===== src/common/mem_stage_macros.svh =====
`ifndef MEM_STAGE_MACROS_SVH
`define MEM_STAGE_MACROS_SVH

// ######################################
// Widths
// ######################################

`define MEM_DATA_W      32
`define MEM_RAM_ADDR_W  10                  // 1024 words

// ######################################
// Load/store select codes
// ######################################

`define LS_SEL_NONE     4'h0
`define LS_SB           4'h1
`define LS_SH           4'h2
`define LS_SW           4'h3
`define LS_LB           4'h4
`define LS_LBU          4'h5
`define LS_LH           4'h6
`define LS_LHU          4'h7
`define LS_LW           4'h8

`endif


===== src/common/ex_mem_if.sv =====
`default_nettype none

`include "mem_stage_macros.svh"

// Registered execute-to-memory fields
interface ex_mem_if;

    logic [`MEM_DATA_W-1:0] alu_res;
    logic                   ls_ena;
    logic [3:0]             ls_sel;
    logic                   w_reg_ena;
    logic [4:0]             w_reg_dst;
    logic                   wb_reg_sel;
    logic [1:0]             w_hilo_ena;     // {hi, lo}
    logic [`MEM_DATA_W-1:0] hi_res;
    logic [`MEM_DATA_W-1:0] lo_res;

    modport producer (
        output alu_res,
        output ls_ena,
        output ls_sel,
        output w_reg_ena,
        output w_reg_dst,
        output wb_reg_sel,
        output w_hilo_ena,
        output hi_res,
        output lo_res
    );

    modport consumer (
        input  alu_res,
        input  ls_ena,
        input  ls_sel,
        input  w_reg_ena,
        input  w_reg_dst,
        input  wb_reg_sel,
        input  w_hilo_ena,
        input  hi_res,
        input  lo_res
    );

endinterface

`default_nettype wire


===== src/hdl/ex_mem_reg.sv =====
`default_nettype none

`include "mem_stage_macros.svh"

module ex_mem_reg (
    input  wire                   clk,
    input  wire                   reset,
    input  wire                   stall,

    input  wire [`MEM_DATA_W-1:0] ex_alu_res,
    input  wire                   ex_ls_ena,
    input  wire [3:0]             ex_ls_sel,
    input  wire                   ex_w_reg_ena,
    input  wire [4:0]             ex_w_reg_dst,
    input  wire                   ex_wb_reg_sel,
    input  wire [1:0]             ex_w_hilo_ena,
    input  wire [`MEM_DATA_W-1:0] ex_hi_res,
    input  wire [`MEM_DATA_W-1:0] ex_lo_res,

    ex_mem_if.producer            ex_mem
);

    // ######################################
    // Control fields
    // ######################################

    always_ff @(posedge clk) begin
        if (reset) begin
            ex_mem.ls_ena     <= 1'b0;
            ex_mem.ls_sel     <= `LS_SEL_NONE;
            ex_mem.w_reg_ena  <= 1'b0;          // No write-back after reset
            ex_mem.w_hilo_ena <= 2'b00;
        end else if (!stall) begin
            ex_mem.ls_ena     <= ex_ls_ena;
            ex_mem.ls_sel     <= ex_ls_sel;
            ex_mem.w_reg_ena  <= ex_w_reg_ena;
            ex_mem.w_hilo_ena <= ex_w_hilo_ena;
        end
    end

    // ######################################
    // Payload fields
    // ######################################

    always_ff @(posedge clk) begin
        if (!stall) begin                       // Hold while stalled
            ex_mem.alu_res    <= ex_alu_res;
            ex_mem.w_reg_dst  <= ex_w_reg_dst;
            ex_mem.wb_reg_sel <= ex_wb_reg_sel;
            ex_mem.hi_res     <= ex_hi_res;
            ex_mem.lo_res     <= ex_lo_res;
        end
    end

endmodule

`default_nettype wire


===== src/flat_wrapper.sv =====
// flat-port wrapper written by rule: the top's interface ports become plain ports
module ex_mem_reg_flat 
  (clk, reset, stall, ex_alu_res, ex_ls_ena, ex_ls_sel, ex_w_reg_ena, ex_w_reg_dst, ex_wb_reg_sel, ex_w_hilo_ena, ex_hi_res, ex_lo_res, ex_mem_alu_res, ex_mem_ls_ena, ex_mem_ls_sel, ex_mem_w_reg_ena, ex_mem_w_reg_dst, ex_mem_wb_reg_sel, ex_mem_w_hilo_ena, ex_mem_hi_res, ex_mem_lo_res);
  ex_mem_if ex_mem_i ();
  input  wire clk;
  input  wire reset;
  input  wire stall;
  input  wire [`MEM_DATA_W-1:0] ex_alu_res;
  input  wire ex_ls_ena;
  input  wire [3:0] ex_ls_sel;
  input  wire ex_w_reg_ena;
  input  wire [4:0] ex_w_reg_dst;
  input  wire ex_wb_reg_sel;
  input  wire [1:0] ex_w_hilo_ena;
  input  wire [`MEM_DATA_W-1:0] ex_hi_res;
  input  wire [`MEM_DATA_W-1:0] ex_lo_res;
  output wire logic [$bits(ex_mem_i.alu_res)-1:0] ex_mem_alu_res;
  output wire logic [$bits(ex_mem_i.ls_ena)-1:0] ex_mem_ls_ena;
  output wire logic [$bits(ex_mem_i.ls_sel)-1:0] ex_mem_ls_sel;
  output wire logic [$bits(ex_mem_i.w_reg_ena)-1:0] ex_mem_w_reg_ena;
  output wire logic [$bits(ex_mem_i.w_reg_dst)-1:0] ex_mem_w_reg_dst;
  output wire logic [$bits(ex_mem_i.wb_reg_sel)-1:0] ex_mem_wb_reg_sel;
  output wire logic [$bits(ex_mem_i.w_hilo_ena)-1:0] ex_mem_w_hilo_ena;
  output wire logic [$bits(ex_mem_i.hi_res)-1:0] ex_mem_hi_res;
  output wire logic [$bits(ex_mem_i.lo_res)-1:0] ex_mem_lo_res;
  assign ex_mem_alu_res = ex_mem_i.alu_res;
  assign ex_mem_ls_ena = ex_mem_i.ls_ena;
  assign ex_mem_ls_sel = ex_mem_i.ls_sel;
  assign ex_mem_w_reg_ena = ex_mem_i.w_reg_ena;
  assign ex_mem_w_reg_dst = ex_mem_i.w_reg_dst;
  assign ex_mem_wb_reg_sel = ex_mem_i.wb_reg_sel;
  assign ex_mem_w_hilo_ena = ex_mem_i.w_hilo_ena;
  assign ex_mem_hi_res = ex_mem_i.hi_res;
  assign ex_mem_lo_res = ex_mem_i.lo_res;
  ex_mem_reg u_core (.clk(clk), .reset(reset), .stall(stall), .ex_alu_res(ex_alu_res), .ex_ls_ena(ex_ls_ena), .ex_ls_sel(ex_ls_sel), .ex_w_reg_ena(ex_w_reg_ena), .ex_w_reg_dst(ex_w_reg_dst), .ex_wb_reg_sel(ex_wb_reg_sel), .ex_w_hilo_ena(ex_w_hilo_ena), .ex_hi_res(ex_hi_res), .ex_lo_res(ex_lo_res), .ex_mem(ex_mem_i));
endmodule

===== config.mk =====
export PLATFORM = sky130hd
export DESIGN_NAME = ex_mem_reg_flat
export DESIGN_NICKNAME = d
export VERILOG_FILES = /design/src/common/ex_mem_if.sv /design/src/hdl/ex_mem_reg.sv /design/src/flat_wrapper.sv
export VERILOG_INCLUDE_DIRS = /design/src /design/src/common
export SDC_FILE = /design/constraint.sdc
export NUM_CORES = 1
export LEC_CHECK = 0
export ABC_AREA = 0
export BUFFER_PORTS_ARGS = -buffer_cell sky130_fd_sc_hd__buf_4
export CAP_MARGIN = 20
export CORE_MARGIN = 4
export CORE_UTILIZATION = 30
export CTS_BUF_LIST = sky130_fd_sc_hd__clkbuf_16
export DETAILED_ROUTE_END_ITERATION = 7
export GPL_ROUTABILITY_DRIVEN = 0
export REMOVE_ABC_BUFFERS = 1
export SETUP_SLACK_MARGIN = 0.4
export SYNTH_ARGS = -nofsm -noshare
export SYNTH_HDL_FRONTEND = slang
export SYNTH_SLANG_ARGS = --single-unit

===== constraint.sdc =====
create_clock -name clk -period 2.7 [get_ports clk]
set_clock_uncertainty 0.15 [all_clocks]
set_input_delay 0.135 -clock clk [delete_from_list [all_inputs] [get_ports clk]]
set_output_delay 0.135 -clock clk [all_outputs]
set_load 0.05 [all_outputs]

==> summary.txt, run 1 <==
Clocking
  • Root buffer cell: clkbuf_16
  • # H-tree levels: 3
  • Clock sink total: 110
  • Post-CTS Resized: 0
  • CTS Buffer Depth: 2
  • Hold-fix buffers, CTS: 102
  • Post-CTS Setup Inserts: 0
  • TritonCTS buffer count: 9

Outcome
  • Error msg: [ERROR RSZ-0060] Max buffer count reached.
  • Outcome: aborted with a tool error
  • Halt Stage: clock tree synthesis

Place
  • Placed Area: 5210 um2
  • Dpl ws: 1.31 ns
  • DP HPWL: 6340 um
  • # port buffers: 222

Floorplanning
  • Die width: 114 um
  • Cell Rows: 38
  • Starting Density: 0.308
  • Ports: 223
  • Die Y: 114 um

Yosys
  • #FFs+latches synth: 110
  • Avg Cell Area, Syn: 26.0 um2
  • Mapped Area: 3350 um2
  • Mapped Cells: 129
  • Post-synthesis sequential area ratio: 0.962
  • Synthesis Warnings: 0
  • Netlist cell types: 7
kinds of logic after synthesis:
logic type,share of synthesized area
flops,0.962
mux,0.0239
simple gates,0.00896
buf+inv,0.00560
cells in the mapped netlist (all sizes together):
cell type,number,area share
buf,2,0.0045
dfxtp,8,0.048
edfxtp,102,0.91
inv,1,0.0011
mux2i,8,0.024
nor2,8,0.0090
stage by stage:
stage / hold WS (ns) / TNS, ns / instances
detailed placement: 0.164 / 0 / 491
global placement: 0.164 / 0 / 491
floorplan: 0.0574 / -1.25 / 127
==> run 2, diff against run 1 <==
--- a/config.mk
+++ b/config.mk
@@ -10,12 +10,11 @@
 export BUFFER_PORTS_ARGS = -buffer_cell sky130_fd_sc_hd__buf_4
 export CAP_MARGIN = 20
 export CORE_MARGIN = 4
-export CORE_UTILIZATION = 30
-export CTS_BUF_LIST = sky130_fd_sc_hd__clkbuf_16
+export CORE_UTILIZATION = 20
 export DETAILED_ROUTE_END_ITERATION = 7
 export GPL_ROUTABILITY_DRIVEN = 0
+export PLACE_DENSITY_LB_ADDON = 0.15
 export REMOVE_ABC_BUFFERS = 1
-export SETUP_SLACK_MARGIN = 0.4
 export SYNTH_ARGS = -nofsm -noshare
 export SYNTH_HDL_FRONTEND = slang
 export SYNTH_SLANG_ARGS = --single-unit
==> constraint.sdc (replaced) <==
create_clock -name clk -period 3.5 [get_ports clk]
set_clock_uncertainty 0.15 [all_clocks]
set_input_delay 0.175 -clock clk [delete_from_list [all_inputs] [get_ports clk]]
set_output_delay 0.175 -clock clk [all_outputs]
set_load 0.05 [all_outputs]
==> run 2 against run 1 <==
Net effect: the flow now finishes without violations; area after synthesis unchanged; synthesized cell count unchanged.
==> summary.txt, run 2 <==
Timing
  • Slew Limit Fails: 0
  • Final Hold Vio Count: 0
  • Setup-failing EPs final: 0
  • RSZ-0062 raised after global routing: no
  • Worst slew pin tran: 0.908 ns
  • Slew margin rel.: 0.395
  • Achievable Freq: 0.657 GHz
  • Setup TNS: 0 ns
  • Tmin final: 1.52 ns
  • Period utilization: 0.435

Layout
  • Final #Nets: 586
  • Layout cells sized above 1: 0.500
  • Utilization after layout: 0.406
  • Final instance count without filler cells: 697
  • Largest regs: u_core.ex_mem.alu_res (32), u_core.ex_mem.hi_res (32), u_core.ex_mem.lo_res (32)
  • Commonest non-fill, non-tap cell in the layout: buf_4
  • Register area: 3220 um2
  • Most frequent cells in the layout: buf_4, dlygate4sd3_1, edfxtp_1
  • Area grow syn2layout: 100%
  • Multi-input gate area: 110 um2
  • Fin area: 6710 um2
  • Fill cell count: 1534

Clocking
  • Post-CTS Setup Inserts: 0 (unchanged)
  • Clk_lat worst skew: 0.34 ns
  • CTS Buffer Depth: 2 (unchanged)
  • Worst-path clk slew: 0.07 ns
  • Root buffer cell: clkbuf_16
  • # H-tree levels: 3 (unchanged)
  • Clock sink total: 110 (unchanged)
  • Post-CTS Resized: 0 (unchanged)
  • TritonCTS buffer count: 9 (unchanged)
  • CTS tree: done

Drt
  • Final wirelength: 9620 um
  • Via density: 3.57
  • 1st-iter DRT viols: 65
  • Detailed-router iteration count before antenna repair: 4
  • ANT nets after route: 0
  • Wirelength per Cell: 13.8 um
  • # DRC: 0
  • Routed via count: 2491

Floorplanning
  • Die width: 137 um (+21%)
  • Area of the die: 18900 um2
  • Starting Density: 0.203 (-0.105)
  • Area of the core: 16500 um2
  • Die Y: 137 um (+21%)
  • Cell Rows: 47 (+24%)
  • Ports: 223 (unchanged)

Place
  • # port buffers: 222 (unchanged)
  • Placed Area: 5300 um2 (+1.7%)
  • DP HPWL: 6780 um (+6.8%)
  • Placed cells: 571 (+16%)

Yosys
  • Synth Flop Type: edfxtp_1
  • Mapped Area: 3350 um2 (unchanged)
  • Most frequent cell after synthesis: edfxtp_1
  • Area leader, netlist: edfxtp_1
  • Mapped Cells: 129 (unchanged)
  • Post-synthesis sequential area ratio: 0.962 (unchanged)
  • Synth cell count leaders: edfxtp_1, dfxtp_1, mux2i_1, nor2_1
  • Synthesis Warnings: 0 (unchanged)
  • Post-synth ARST share: 0 (unchanged)
  • Post-synth top area share: 0.914 (unchanged)
  • Avg Cell Area, Syn: 26.0 um2 (unchanged)
  • Top cells by area, synth: edfxtp_1, dfxtp_1, mux2i_1, nor2_1, buf_6
  • Post-synth EDFFs: 102 (unchanged)
  • Netlist cell types: 7 (unchanged)
  • #FFs+latches synth: 110 (unchanged)

Setup path
  • R2R Path End: u_core.ex_mem.w_hilo_ena[1]$_SDFFE_PP0N_
  • Worst R2R Setup Slack: 2.17 ns
  • CP arrival: 1.40 ns
  • Crit path to: u_core.ex_mem.alu_res[4]$_DFFE_PN_
  • WP data required: 3.38 ns
  • CP max FO: 70
  • Crit end category: flip-flop
  • Register-to-Register Path Depth: 3
  • Setup CP Type: in2reg
  • Critical Path Source Type: primary input
  • Critical Path Source: stall
  • FF-to-FF Start: u_core.ex_mem.w_hilo_ena[1]$_SDFFE_PP0N_

Job
  • Max_cap viols: 0

Hold path
  • Worst min path class: in2reg

Global route
  • Vias in the first global route: 2664
  • Initial antenna violation count: 1
  • First-pass GRT wire length: 13900 um
  • GR Overflow Total: 0
  • Largest net degree at the start of global routing: 71
  • Global-route usage over all layers: 0.0982

Power and ir drop
  • Worst vdd ir: 0.000222 V
  • Final total power: 3.38 mW
  • Leakage Power: 2.82 nW
  • Pwr dens: 504 nW/um2

Outcome
  • Outcome: finished clean
run 2: cell counts after synthesis:
Identical to the previous run, type by type.
run 2: how the worst min path moves through the flow:
stage / endpoint / startpoint / cells after the start / slack [ns]
floorplan: u_core.ex_mem.ls_ena$_SDFFE_PP0N_ / reset / 1 / 0.1
global placement: u_core.ex_mem.alu_res[18]$_DFFE_PN_ / ex_alu_res[18] / 1 / 0.20
detailed placement: u_core.ex_mem.alu_res[21]$_DFFE_PN_ / ex_alu_res[21] / 1 / 0.20
CTS: u_core.ex_mem.ls_sel[0]$_SDFFE_PP0N_ / stall / 3 / 0.04
global route: u_core.ex_mem.ls_sel[0]$_SDFFE_PP0N_ / stall / 3 / 0.06
finish: u_core.ex_mem.ls_sel[0]$_SDFFE_PP0N_ / stall / 3 / 0.06
run 2: logic make-up after synthesis:
group / Yosys count / share of synthesized area
buffers and inverters: 3 / 0.00560
DFF: 110 / 0.962
muxes: 8 / 0.0239
and+or+nand+nor: 8 / 0.00896
run 2: what timing repair did:
action | in CTS | in global routing
endpoints found under the setup margin | 0 | 0
hold buffers | 111 | 0
hold endpoints to repair | 110 | 0
run 2: cell type report:
| cell class | instances | share of cell area |
|---|---|---|
| multi-input cells | 16 | 0.0164 |
| well taps | 220 | 0.0410 |
| flip-flops and latches | 110 | 0.480 |
| repair buffers | 335 | 0.416 |
| diodes | 1 | 0.000373 |
| inverters | 1 | 0.000932 |
| clock buffers | 9 | 0.0336 |
| clock inverters | 5 | 0.0114 |
run 2: where the power goes:
part	internal [mW]	switching (mW)
clock	0.616	0.440
combinational	0.287	0.463
sequential	1.55	0.0313
total	2.45	0.934
run 2: metal layers:
metal	track usage	vias to the layer above	part of all wire	wire length, um
li1	-	1190	-	-
met1	0.111	1147	0.39	3760
met2	0.157	147	0.48	4590
met4	0.0499	0	0.010	96
met3	0.0438	7	0.12	1170
met5	0	-	0	0
run 2: stage by stage:
stage	setup WS [ns]	hold WS, ns
global route	1.86	0.0641
CTS	1.94	0.0387
floorplan	0.748	0.0974
global placement	1.60	0.203
finish	1.98	0.0596
detailed placement	1.56	0.204
run 2: critical path, stage by stage:
cell	delay (ns)
buf_4	0.17
inv_4	0.64
buf_4	0.39
No activity file was read; power rests on OpenSTA's default activity.
