<file path="src/common/mem_stage_macros.svh">
`ifndef MEM_STAGE_MACROS_SVH
`define MEM_STAGE_MACROS_SVH

// ######################################
// Widths
// ######################################

`define MEM_DATA_W      32
`define MEM_RAM_ADDR_W  10                  // 1024 words

// ######################################
// Load/store select codes
// ######################################

`define LS_SEL_NONE     4'h0
`define LS_SB           4'h1
`define LS_SH           4'h2
`define LS_SW           4'h3
`define LS_LB           4'h4
`define LS_LBU          4'h5
`define LS_LH           4'h6
`define LS_LHU          4'h7
`define LS_LW           4'h8

`endif

</file>
<file path="src/common/mem_stage_pkg.sv">
`default_nettype none

`include "mem_stage_macros.svh"

package mem_stage_pkg;

    // ######################################
    // RAM data word views
    // ######################################

    // One RAM word, decoded per byte lane or per halfword lane
    typedef union packed {
        logic [`MEM_DATA_W-1:0]          word;
        logic [`MEM_DATA_W/8-1:0][7:0]   bytes;     // Lane 0 at bits 7:0
        logic [`MEM_DATA_W/16-1:0][15:0] halves;    // Lane 0 at bits 15:0
    } ram_word_u;

endpackage

`default_nettype wire

</file>
<file path="src/common/data_ram_if.sv">
`default_nettype none

`include "mem_stage_macros.svh"

// Load/store unit to data RAM port, fixed one-cycle read latency
interface data_ram_if;

    logic                       en;         // Access strobe
    logic [3:0]                 we;         // Byte write enables
    logic [`MEM_RAM_ADDR_W-1:0] addr;       // Word address
    logic [`MEM_DATA_W-1:0]     wdata;
    logic [`MEM_DATA_W-1:0]     rdata;      // Valid the cycle after en

    modport lsu_side (
        output en,
        output we,
        output addr,
        output wdata,
        input  rdata
    );

    modport ram_side (
        input  en,
        input  we,
        input  addr,
        input  wdata,
        output rdata
    );

endinterface

`default_nettype wire

</file>
<file path="src/common/ex_mem_if.sv">
`default_nettype none

`include "mem_stage_macros.svh"

// Registered execute-to-memory fields
interface ex_mem_if;

    logic [`MEM_DATA_W-1:0] alu_res;
    logic                   ls_ena;
    logic [3:0]             ls_sel;
    logic                   w_reg_ena;
    logic [4:0]             w_reg_dst;
    logic                   wb_reg_sel;
    logic [1:0]             w_hilo_ena;     // {hi, lo}
    logic [`MEM_DATA_W-1:0] hi_res;
    logic [`MEM_DATA_W-1:0] lo_res;

    modport producer (
        output alu_res,
        output ls_ena,
        output ls_sel,
        output w_reg_ena,
        output w_reg_dst,
        output wb_reg_sel,
        output w_hilo_ena,
        output hi_res,
        output lo_res
    );

    modport consumer (
        input  alu_res,
        input  ls_ena,
        input  ls_sel,
        input  w_reg_ena,
        input  w_reg_dst,
        input  wb_reg_sel,
        input  w_hilo_ena,
        input  hi_res,
        input  lo_res
    );

endinterface

`default_nettype wire

</file>
<file path="src/lsu/lsu.sv">
`default_nettype none

`include "mem_stage_macros.svh"

module lsu (
    input  wire                    stall,

    // Execute stage request
    input  wire [`MEM_DATA_W-1:0]  ex_alu_res,
    input  wire [`MEM_DATA_W-1:0]  ex_rt_data,
    input  wire                    ex_ls_ena,
    input  wire [3:0]              ex_ls_sel,

    ex_mem_if.consumer             ex_mem,
    data_ram_if.lsu_side           ram,

    output logic [`MEM_DATA_W-1:0] mem_alu_res,
    output logic                   mem_w_reg_ena,
    output logic [4:0]             mem_w_reg_dst,
    output logic [`MEM_DATA_W-1:0] mem_r_data,
    output logic                   mem_wb_reg_sel,
    output logic [1:0]             mem_w_hilo_ena,
    output logic [`MEM_DATA_W-1:0] mem_hi_res,
    output logic [`MEM_DATA_W-1:0] mem_lo_res
);

    // ######################################
    // Store side
    // ######################################

    logic [3:0]                st_mask;
    logic [1:0]                st_off;
    mem_stage_pkg::ram_word_u  st_word;

    assign st_off = ex_alu_res[1:0];

    always_comb begin
        st_mask      = 4'b0000;
        st_word.word = '0;
        case (ex_ls_sel)
            `LS_SB: begin
                st_mask = 4'b0001;
                for (int i = 0; i < `MEM_DATA_W/8; i++) begin
                    st_word.bytes[i] = ex_rt_data[7:0];     // Byte in every lane
                end
            end
            `LS_SH: begin
                st_mask = 4'b0011;
                for (int i = 0; i < `MEM_DATA_W/16; i++) begin
                    st_word.halves[i] = ex_rt_data[15:0];
                end
            end
            `LS_SW: begin
                st_mask      = 4'b1111;
                st_word.word = ex_rt_data;
            end
            default: begin
                st_mask      = 4'b0000;                     // Loads write nothing
                st_word.word = '0;
            end
        endcase
    end

    assign ram.en    = ex_ls_ena & ~stall;                  // Request dropped while stalled
    assign ram.we    = st_mask << st_off;
    assign ram.addr  = ex_alu_res[`MEM_RAM_ADDR_W+1:2];
    assign ram.wdata = st_word.word;

    // ######################################
    // Load side
    // ######################################

    mem_stage_pkg::ram_word_u  ld_word;
    logic [1:0]                ld_off;
    logic [7:0]                ld_byte;
    logic [15:0]               ld_half;
    logic [`MEM_DATA_W-1:0]    ld_data;

    assign ld_word = ram.rdata;
    assign ld_off  = ex_mem.alu_res[1:0];                   // Registered byte offset
    assign ld_byte = ld_word.bytes[ld_off];
    assign ld_half = ld_word.halves[ld_off[1]];

    always_comb begin
        case (ex_mem.ls_sel)
            `LS_LB:  ld_data = {{24{ld_byte[7]}}, ld_byte};
            `LS_LBU: ld_data = {24'd0, ld_byte};
            `LS_LH:  ld_data = {{16{ld_half[15]}}, ld_half};
            `LS_LHU: ld_data = {16'd0, ld_half};
            `LS_LW:  ld_data = ld_word.word;
            default: ld_data = '0;                          // Stores and non-memory ops
        endcase
    end

    assign mem_r_data = ex_mem.ls_ena ? ld_data : '0;

    // Write-back fields
    assign mem_alu_res    = ex_mem.alu_res;
    assign mem_w_reg_ena  = ex_mem.w_reg_ena;
    assign mem_w_reg_dst  = ex_mem.w_reg_dst;
    assign mem_wb_reg_sel = ex_mem.wb_reg_sel;
    assign mem_w_hilo_ena = ex_mem.w_hilo_ena;
    assign mem_hi_res     = ex_mem.hi_res;
    assign mem_lo_res     = ex_mem.lo_res;

endmodule

`default_nettype wire

</file>
<file path="src/flat_wrapper.sv">
// flat-port wrapper written by rule: the top's interface ports become plain ports
module lsu_flat 
  (stall, ex_alu_res, ex_rt_data, ex_ls_ena, ex_ls_sel, mem_alu_res, mem_w_reg_ena, mem_w_reg_dst, mem_r_data, mem_wb_reg_sel, mem_w_hilo_ena, mem_hi_res, mem_lo_res, ex_mem_alu_res, ex_mem_ls_ena, ex_mem_ls_sel, ex_mem_w_reg_ena, ex_mem_w_reg_dst, ex_mem_wb_reg_sel, ex_mem_w_hilo_ena, ex_mem_hi_res, ex_mem_lo_res, ram_en, ram_we, ram_addr, ram_wdata, ram_rdata);
  ex_mem_if ex_mem_i ();
  data_ram_if ram_i ();
  input  wire stall;
  input  wire [`MEM_DATA_W-1:0] ex_alu_res;
  input  wire [`MEM_DATA_W-1:0] ex_rt_data;
  input  wire ex_ls_ena;
  input  wire [3:0] ex_ls_sel;
  output logic [`MEM_DATA_W-1:0] mem_alu_res;
  output logic mem_w_reg_ena;
  output logic [4:0] mem_w_reg_dst;
  output logic [`MEM_DATA_W-1:0] mem_r_data;
  output logic mem_wb_reg_sel;
  output logic [1:0] mem_w_hilo_ena;
  output logic [`MEM_DATA_W-1:0] mem_hi_res;
  output logic [`MEM_DATA_W-1:0] mem_lo_res;
  input wire logic [$bits(ex_mem_i.alu_res)-1:0] ex_mem_alu_res;
  input wire logic [$bits(ex_mem_i.ls_ena)-1:0] ex_mem_ls_ena;
  input wire logic [$bits(ex_mem_i.ls_sel)-1:0] ex_mem_ls_sel;
  input wire logic [$bits(ex_mem_i.w_reg_ena)-1:0] ex_mem_w_reg_ena;
  input wire logic [$bits(ex_mem_i.w_reg_dst)-1:0] ex_mem_w_reg_dst;
  input wire logic [$bits(ex_mem_i.wb_reg_sel)-1:0] ex_mem_wb_reg_sel;
  input wire logic [$bits(ex_mem_i.w_hilo_ena)-1:0] ex_mem_w_hilo_ena;
  input wire logic [$bits(ex_mem_i.hi_res)-1:0] ex_mem_hi_res;
  input wire logic [$bits(ex_mem_i.lo_res)-1:0] ex_mem_lo_res;
  output wire logic [$bits(ram_i.en)-1:0] ram_en;
  output wire logic [$bits(ram_i.we)-1:0] ram_we;
  output wire logic [$bits(ram_i.addr)-1:0] ram_addr;
  output wire logic [$bits(ram_i.wdata)-1:0] ram_wdata;
  input wire logic [$bits(ram_i.rdata)-1:0] ram_rdata;
  assign ex_mem_i.alu_res = ex_mem_alu_res;
  assign ex_mem_i.ls_ena = ex_mem_ls_ena;
  assign ex_mem_i.ls_sel = ex_mem_ls_sel;
  assign ex_mem_i.w_reg_ena = ex_mem_w_reg_ena;
  assign ex_mem_i.w_reg_dst = ex_mem_w_reg_dst;
  assign ex_mem_i.wb_reg_sel = ex_mem_wb_reg_sel;
  assign ex_mem_i.w_hilo_ena = ex_mem_w_hilo_ena;
  assign ex_mem_i.hi_res = ex_mem_hi_res;
  assign ex_mem_i.lo_res = ex_mem_lo_res;
  assign ram_en = ram_i.en;
  assign ram_we = ram_i.we;
  assign ram_addr = ram_i.addr;
  assign ram_wdata = ram_i.wdata;
  assign ram_i.rdata = ram_rdata;
  lsu u_core (.stall(stall), .ex_alu_res(ex_alu_res), .ex_rt_data(ex_rt_data), .ex_ls_ena(ex_ls_ena), .ex_ls_sel(ex_ls_sel), .ex_mem(ex_mem_i), .ram(ram_i), .mem_alu_res(mem_alu_res), .mem_w_reg_ena(mem_w_reg_ena), .mem_w_reg_dst(mem_w_reg_dst), .mem_r_data(mem_r_data), .mem_wb_reg_sel(mem_wb_reg_sel), .mem_w_hilo_ena(mem_w_hilo_ena), .mem_hi_res(mem_hi_res), .mem_lo_res(mem_lo_res));
endmodule
</file>
<file path="config.mk">
export PLATFORM = sky130hd
export DESIGN_NAME = lsu_flat
export DESIGN_NICKNAME = d
export VERILOG_FILES = /design/src/common/mem_stage_pkg.sv /design/src/common/data_ram_if.sv /design/src/common/ex_mem_if.sv /design/src/lsu/lsu.sv /design/src/flat_wrapper.sv
export VERILOG_INCLUDE_DIRS = /design/src /design/src/common
export SDC_FILE = /design/constraint.sdc
export NUM_CORES = 1
export LEC_CHECK = 0
export ABC_AREA = 1
export BUFFER_PORTS_ARGS = -buffer_cell sky130_fd_sc_hd__buf_2
export CAP_MARGIN = 20
export CORE_AREA = 5 5 149 151
export DETAILED_ROUTE_END_ITERATION = 6
export DIE_AREA = 0 0 154 156
export GPL_TIMING_DRIVEN = 0
export PLACE_DENSITY = 0.43
export REMOVE_ABC_BUFFERS = 1
export SLEW_MARGIN = 40
export SYNTH_ARGS = -nofsm -noshare
export SYNTH_HDL_FRONTEND = slang
export SYNTH_SLANG_ARGS = --single-unit
export TNS_END_PERCENT = 5
</file>
<file path="constraint.sdc">
create_clock -name vclk -period 1.2
set_input_delay 0.12 -clock vclk [all_inputs]
set_output_delay 0.12 -clock vclk [all_outputs]
set_load 0.02 [all_outputs]
</file>
==> results.json <==
{
  "synthCells": 448,
  "dr.pass1.iters": 5,
  "critPathMostFrequentCell": "nand2_8",
  "p_int_mw": 0.397,
  "crit_end": "mem_r_data[23]",
  "synth_area_leader_cell": "buf_4",
  "synth_area_per_cell_um2": 5.61,
  "combPwrFrac": 1.000,
  "yosysTopAreaCellShare": 0.349,
  "vias": 3032,
  "placed_cell_area_um2": 2630,
  "syn_area_um2": 2510,
  "core_um2": 20700,
  "fillers": 2455,
  "slew_violations": 0,
  "drt_iter0_markers": 125,
  "worst-path-max-fanout": 6,
  "die_h_um": 156,
  "finalNonFillerCells": 762,
  "grt_pass1_wl_um": 32000,
  "portBuffers": 150,
  "dp_cells": 744,
  "p_switching_mw": 0.603,
  "antenna_found_initial": 0,
  "std_cell_rows": 53,
  "nets": 701,
  "drv.max_cap_violation_count": 0,
  "yosysSeqAreaShare": 0,
  "io_pins": 396,
  "ant_nets": 0,
  "crit_chain": "buf_8, inv_8, nand2_8, nor3_4, buf_6, nand2_8, a21oi_2, buf_4",
  "worst_pin_slew_ns": 0.693,
  "ctsHoldBuffers": 0,
  "multiInputGateArea_um2": 1630,
  "overflow": 0,
  "violations": "setup timing",
  "wl_per_cell_um": 34.8,
  "p_sw_frac": 0.603,
  "routed_wl_um": 26500,
  "n_sequential_cell": 0,
  "grt_usage": 0.203,
  "place.gp.congestion": 0.942,
  "critPathLaunch": "ex_mem_ls_sel[3]",
  "p_clk_frac": 0,
  "endpoint_kind": "primary output",
  "synth_common_cells": "117 x buf_4, 99 x nand2_1, 52 x nor2_1",
  "setup_ws_ns": -0.0917,
  "irDropWorstVdd_uv": 125,
  "postLayoutCellArea_um2": 3380,
  "regArea_um2": 0,
  "status": "finished, violations left",
  "yosysUniqueCellTypes": 25,
  "yosys_warnings": 0,
  "drc": 0,
  "holdWs_ns": 0.240,
  "crit_type": "primary input to primary output",
  "slowest_delay_ns": 0.21,
  "nClkBuffers": 0,
  "grt_max_degree": 26,
  "fmax_mhz": 774,
  "power_frac_seq": 0,
  "n_antenna_cell": 0,
  "synth_area_leaders": "buf_4 35%, nand2_1 15%, nor2_1 7.8%, inv_1 7.5%, a21oi_2 5.9%",
  "worst_ep_required_time_ns": 1.08,
  "period_share": 1.08,
  "initial_utilization": 0.122,
  "viasPerCell": 3.98,
  "min_path_type": "primary input to primary output",
  "cp_slowest_cell": "nor3_4",
  "die_w_um": 154,
  "final-setup-viol-count": 33,
  "hold_violations": 0,
  "fin_crit_ns": 1.29,
  "yosysMostFrequentCell": "buf_4",
  "critPathArrivalTime_ns": 1.17,
  "die-area_um2": 24000,
  "slew_headroom": 0.538,
  "p_per_area_nw_per_um2": 296,
  "dp_hpwl_um": 24000,
  "rsz0062_at_grt": "true",
  "drive_above_1_share": 0.528,
  "grt_pass1_vias": 2834,
  "worstSetupStartpointType": "primary input",
  "power_leakage_nw": 1.81,
  "area_delta_synth_final_pct": 34.4
}
cells in the final DEF, fill, tap and decap left out, types with 4 or more instances in the layout:
master     n
inv_1     45
nor2_4     7
o211ai_1   7
inv_2      4
nor2_1    48
buf_2     98
buf_12     4
nand3_1   15
a21oi_2   23
nand2_4    7
buf_6     31
o21ai_0   10
nand3_2   12
nand2_1   95
buf_4     27
nand4_1    7
nor2_2    22
nand2_8    7
critical path, delay by kind of cell:
family / cells / cell delay (ns)
AO/OA/AOI/OAI: 1 / 0.17
buffers and inverters: 4 / 0.51
AND/OR/NAND/NOR: 3 / 0.36
power by group through the flow:
| stage | Sequential (mW) | Clock (mW) | Combinational [mW] |
|---|---|---|---|
| finish | 0 | 0 | 1.00 |
| global route | 0 | 0 | 1.08 |
| global placement | 0 | 0 | 0.762 |
| detailed placement | 0 | 0 | 0.759 |
| floorplan | 0 | 0 | 0.413 |
| CTS | 0 | 0 | 0.971 |
what timing repair did:
action / 4_1_cts / 5_1_grt
gates resized for setup: 129 / 31
gates cloned: 5 / 0
pin swaps: 23 / 8
endpoints found under the setup margin: 67 / 59
buffers inserted: 13 / 0
per-stage QoR:
step / total power, mW / TNS (ns) / setup slack, ns / utilization
finish: 1.00 / -1.44 / -0.0917 / 0.163
global route: 1.08 / -3.50 / -0.143 / 0.163
CTS: 0.971 / -1.01 / -0.0726 / 0.158
detailed placement: 0.759 / -24.86 / -0.923 / 0.127
global placement: 0.762 / -25.92 / -0.975 / 0.127
floorplan: 0.413 / -2.05 / -0.169 / -
cell type report:
class / count / area share
Multi-Input combinational cell: 269 / 0.481
Timing Repair Buffer: 163 / 0.345
Tap cell: 275 / 0.102
Inverter: 55 / 0.0715
metal layers:
layer,up-vias,wire [um],GRT usage,share of wire
li1,1350,-,-,-
met1,1285,4320,0.0946,0.16
met2,371,13100,0.363,0.50
met3,22,7750,0.279,0.29
met4,4,1130,0.0702,0.043
met5,-,159,0.0476,0.0060
worst min path at each step:
stage                      start              to  slack [ns]  cells past startpoint
2_1_floorplan  ex_mem_alu_res[0]  mem_alu_res[0]        0.24                      0
3_3_place_gp    ex_mem_lo_res[0]   mem_lo_res[0]        0.24                      0
3_5_place_dp    ex_mem_lo_res[0]   mem_lo_res[0]        0.24                      0
4_1_cts         ex_mem_lo_res[0]   mem_lo_res[0]        0.24                      0
5_1_grt        ex_mem_lo_res[11]  mem_lo_res[11]        0.24                      0
6_report       ex_mem_lo_res[15]  mem_lo_res[15]        0.24                      0
cell families after synthesis:
logic type | share of synthesized area
AO/OA/AOI/OAI | 0.118
AND/OR/NAND/NOR | 0.409
buffers and inverters | 0.473
Note: power is estimated with default switching activity, not from simulation.
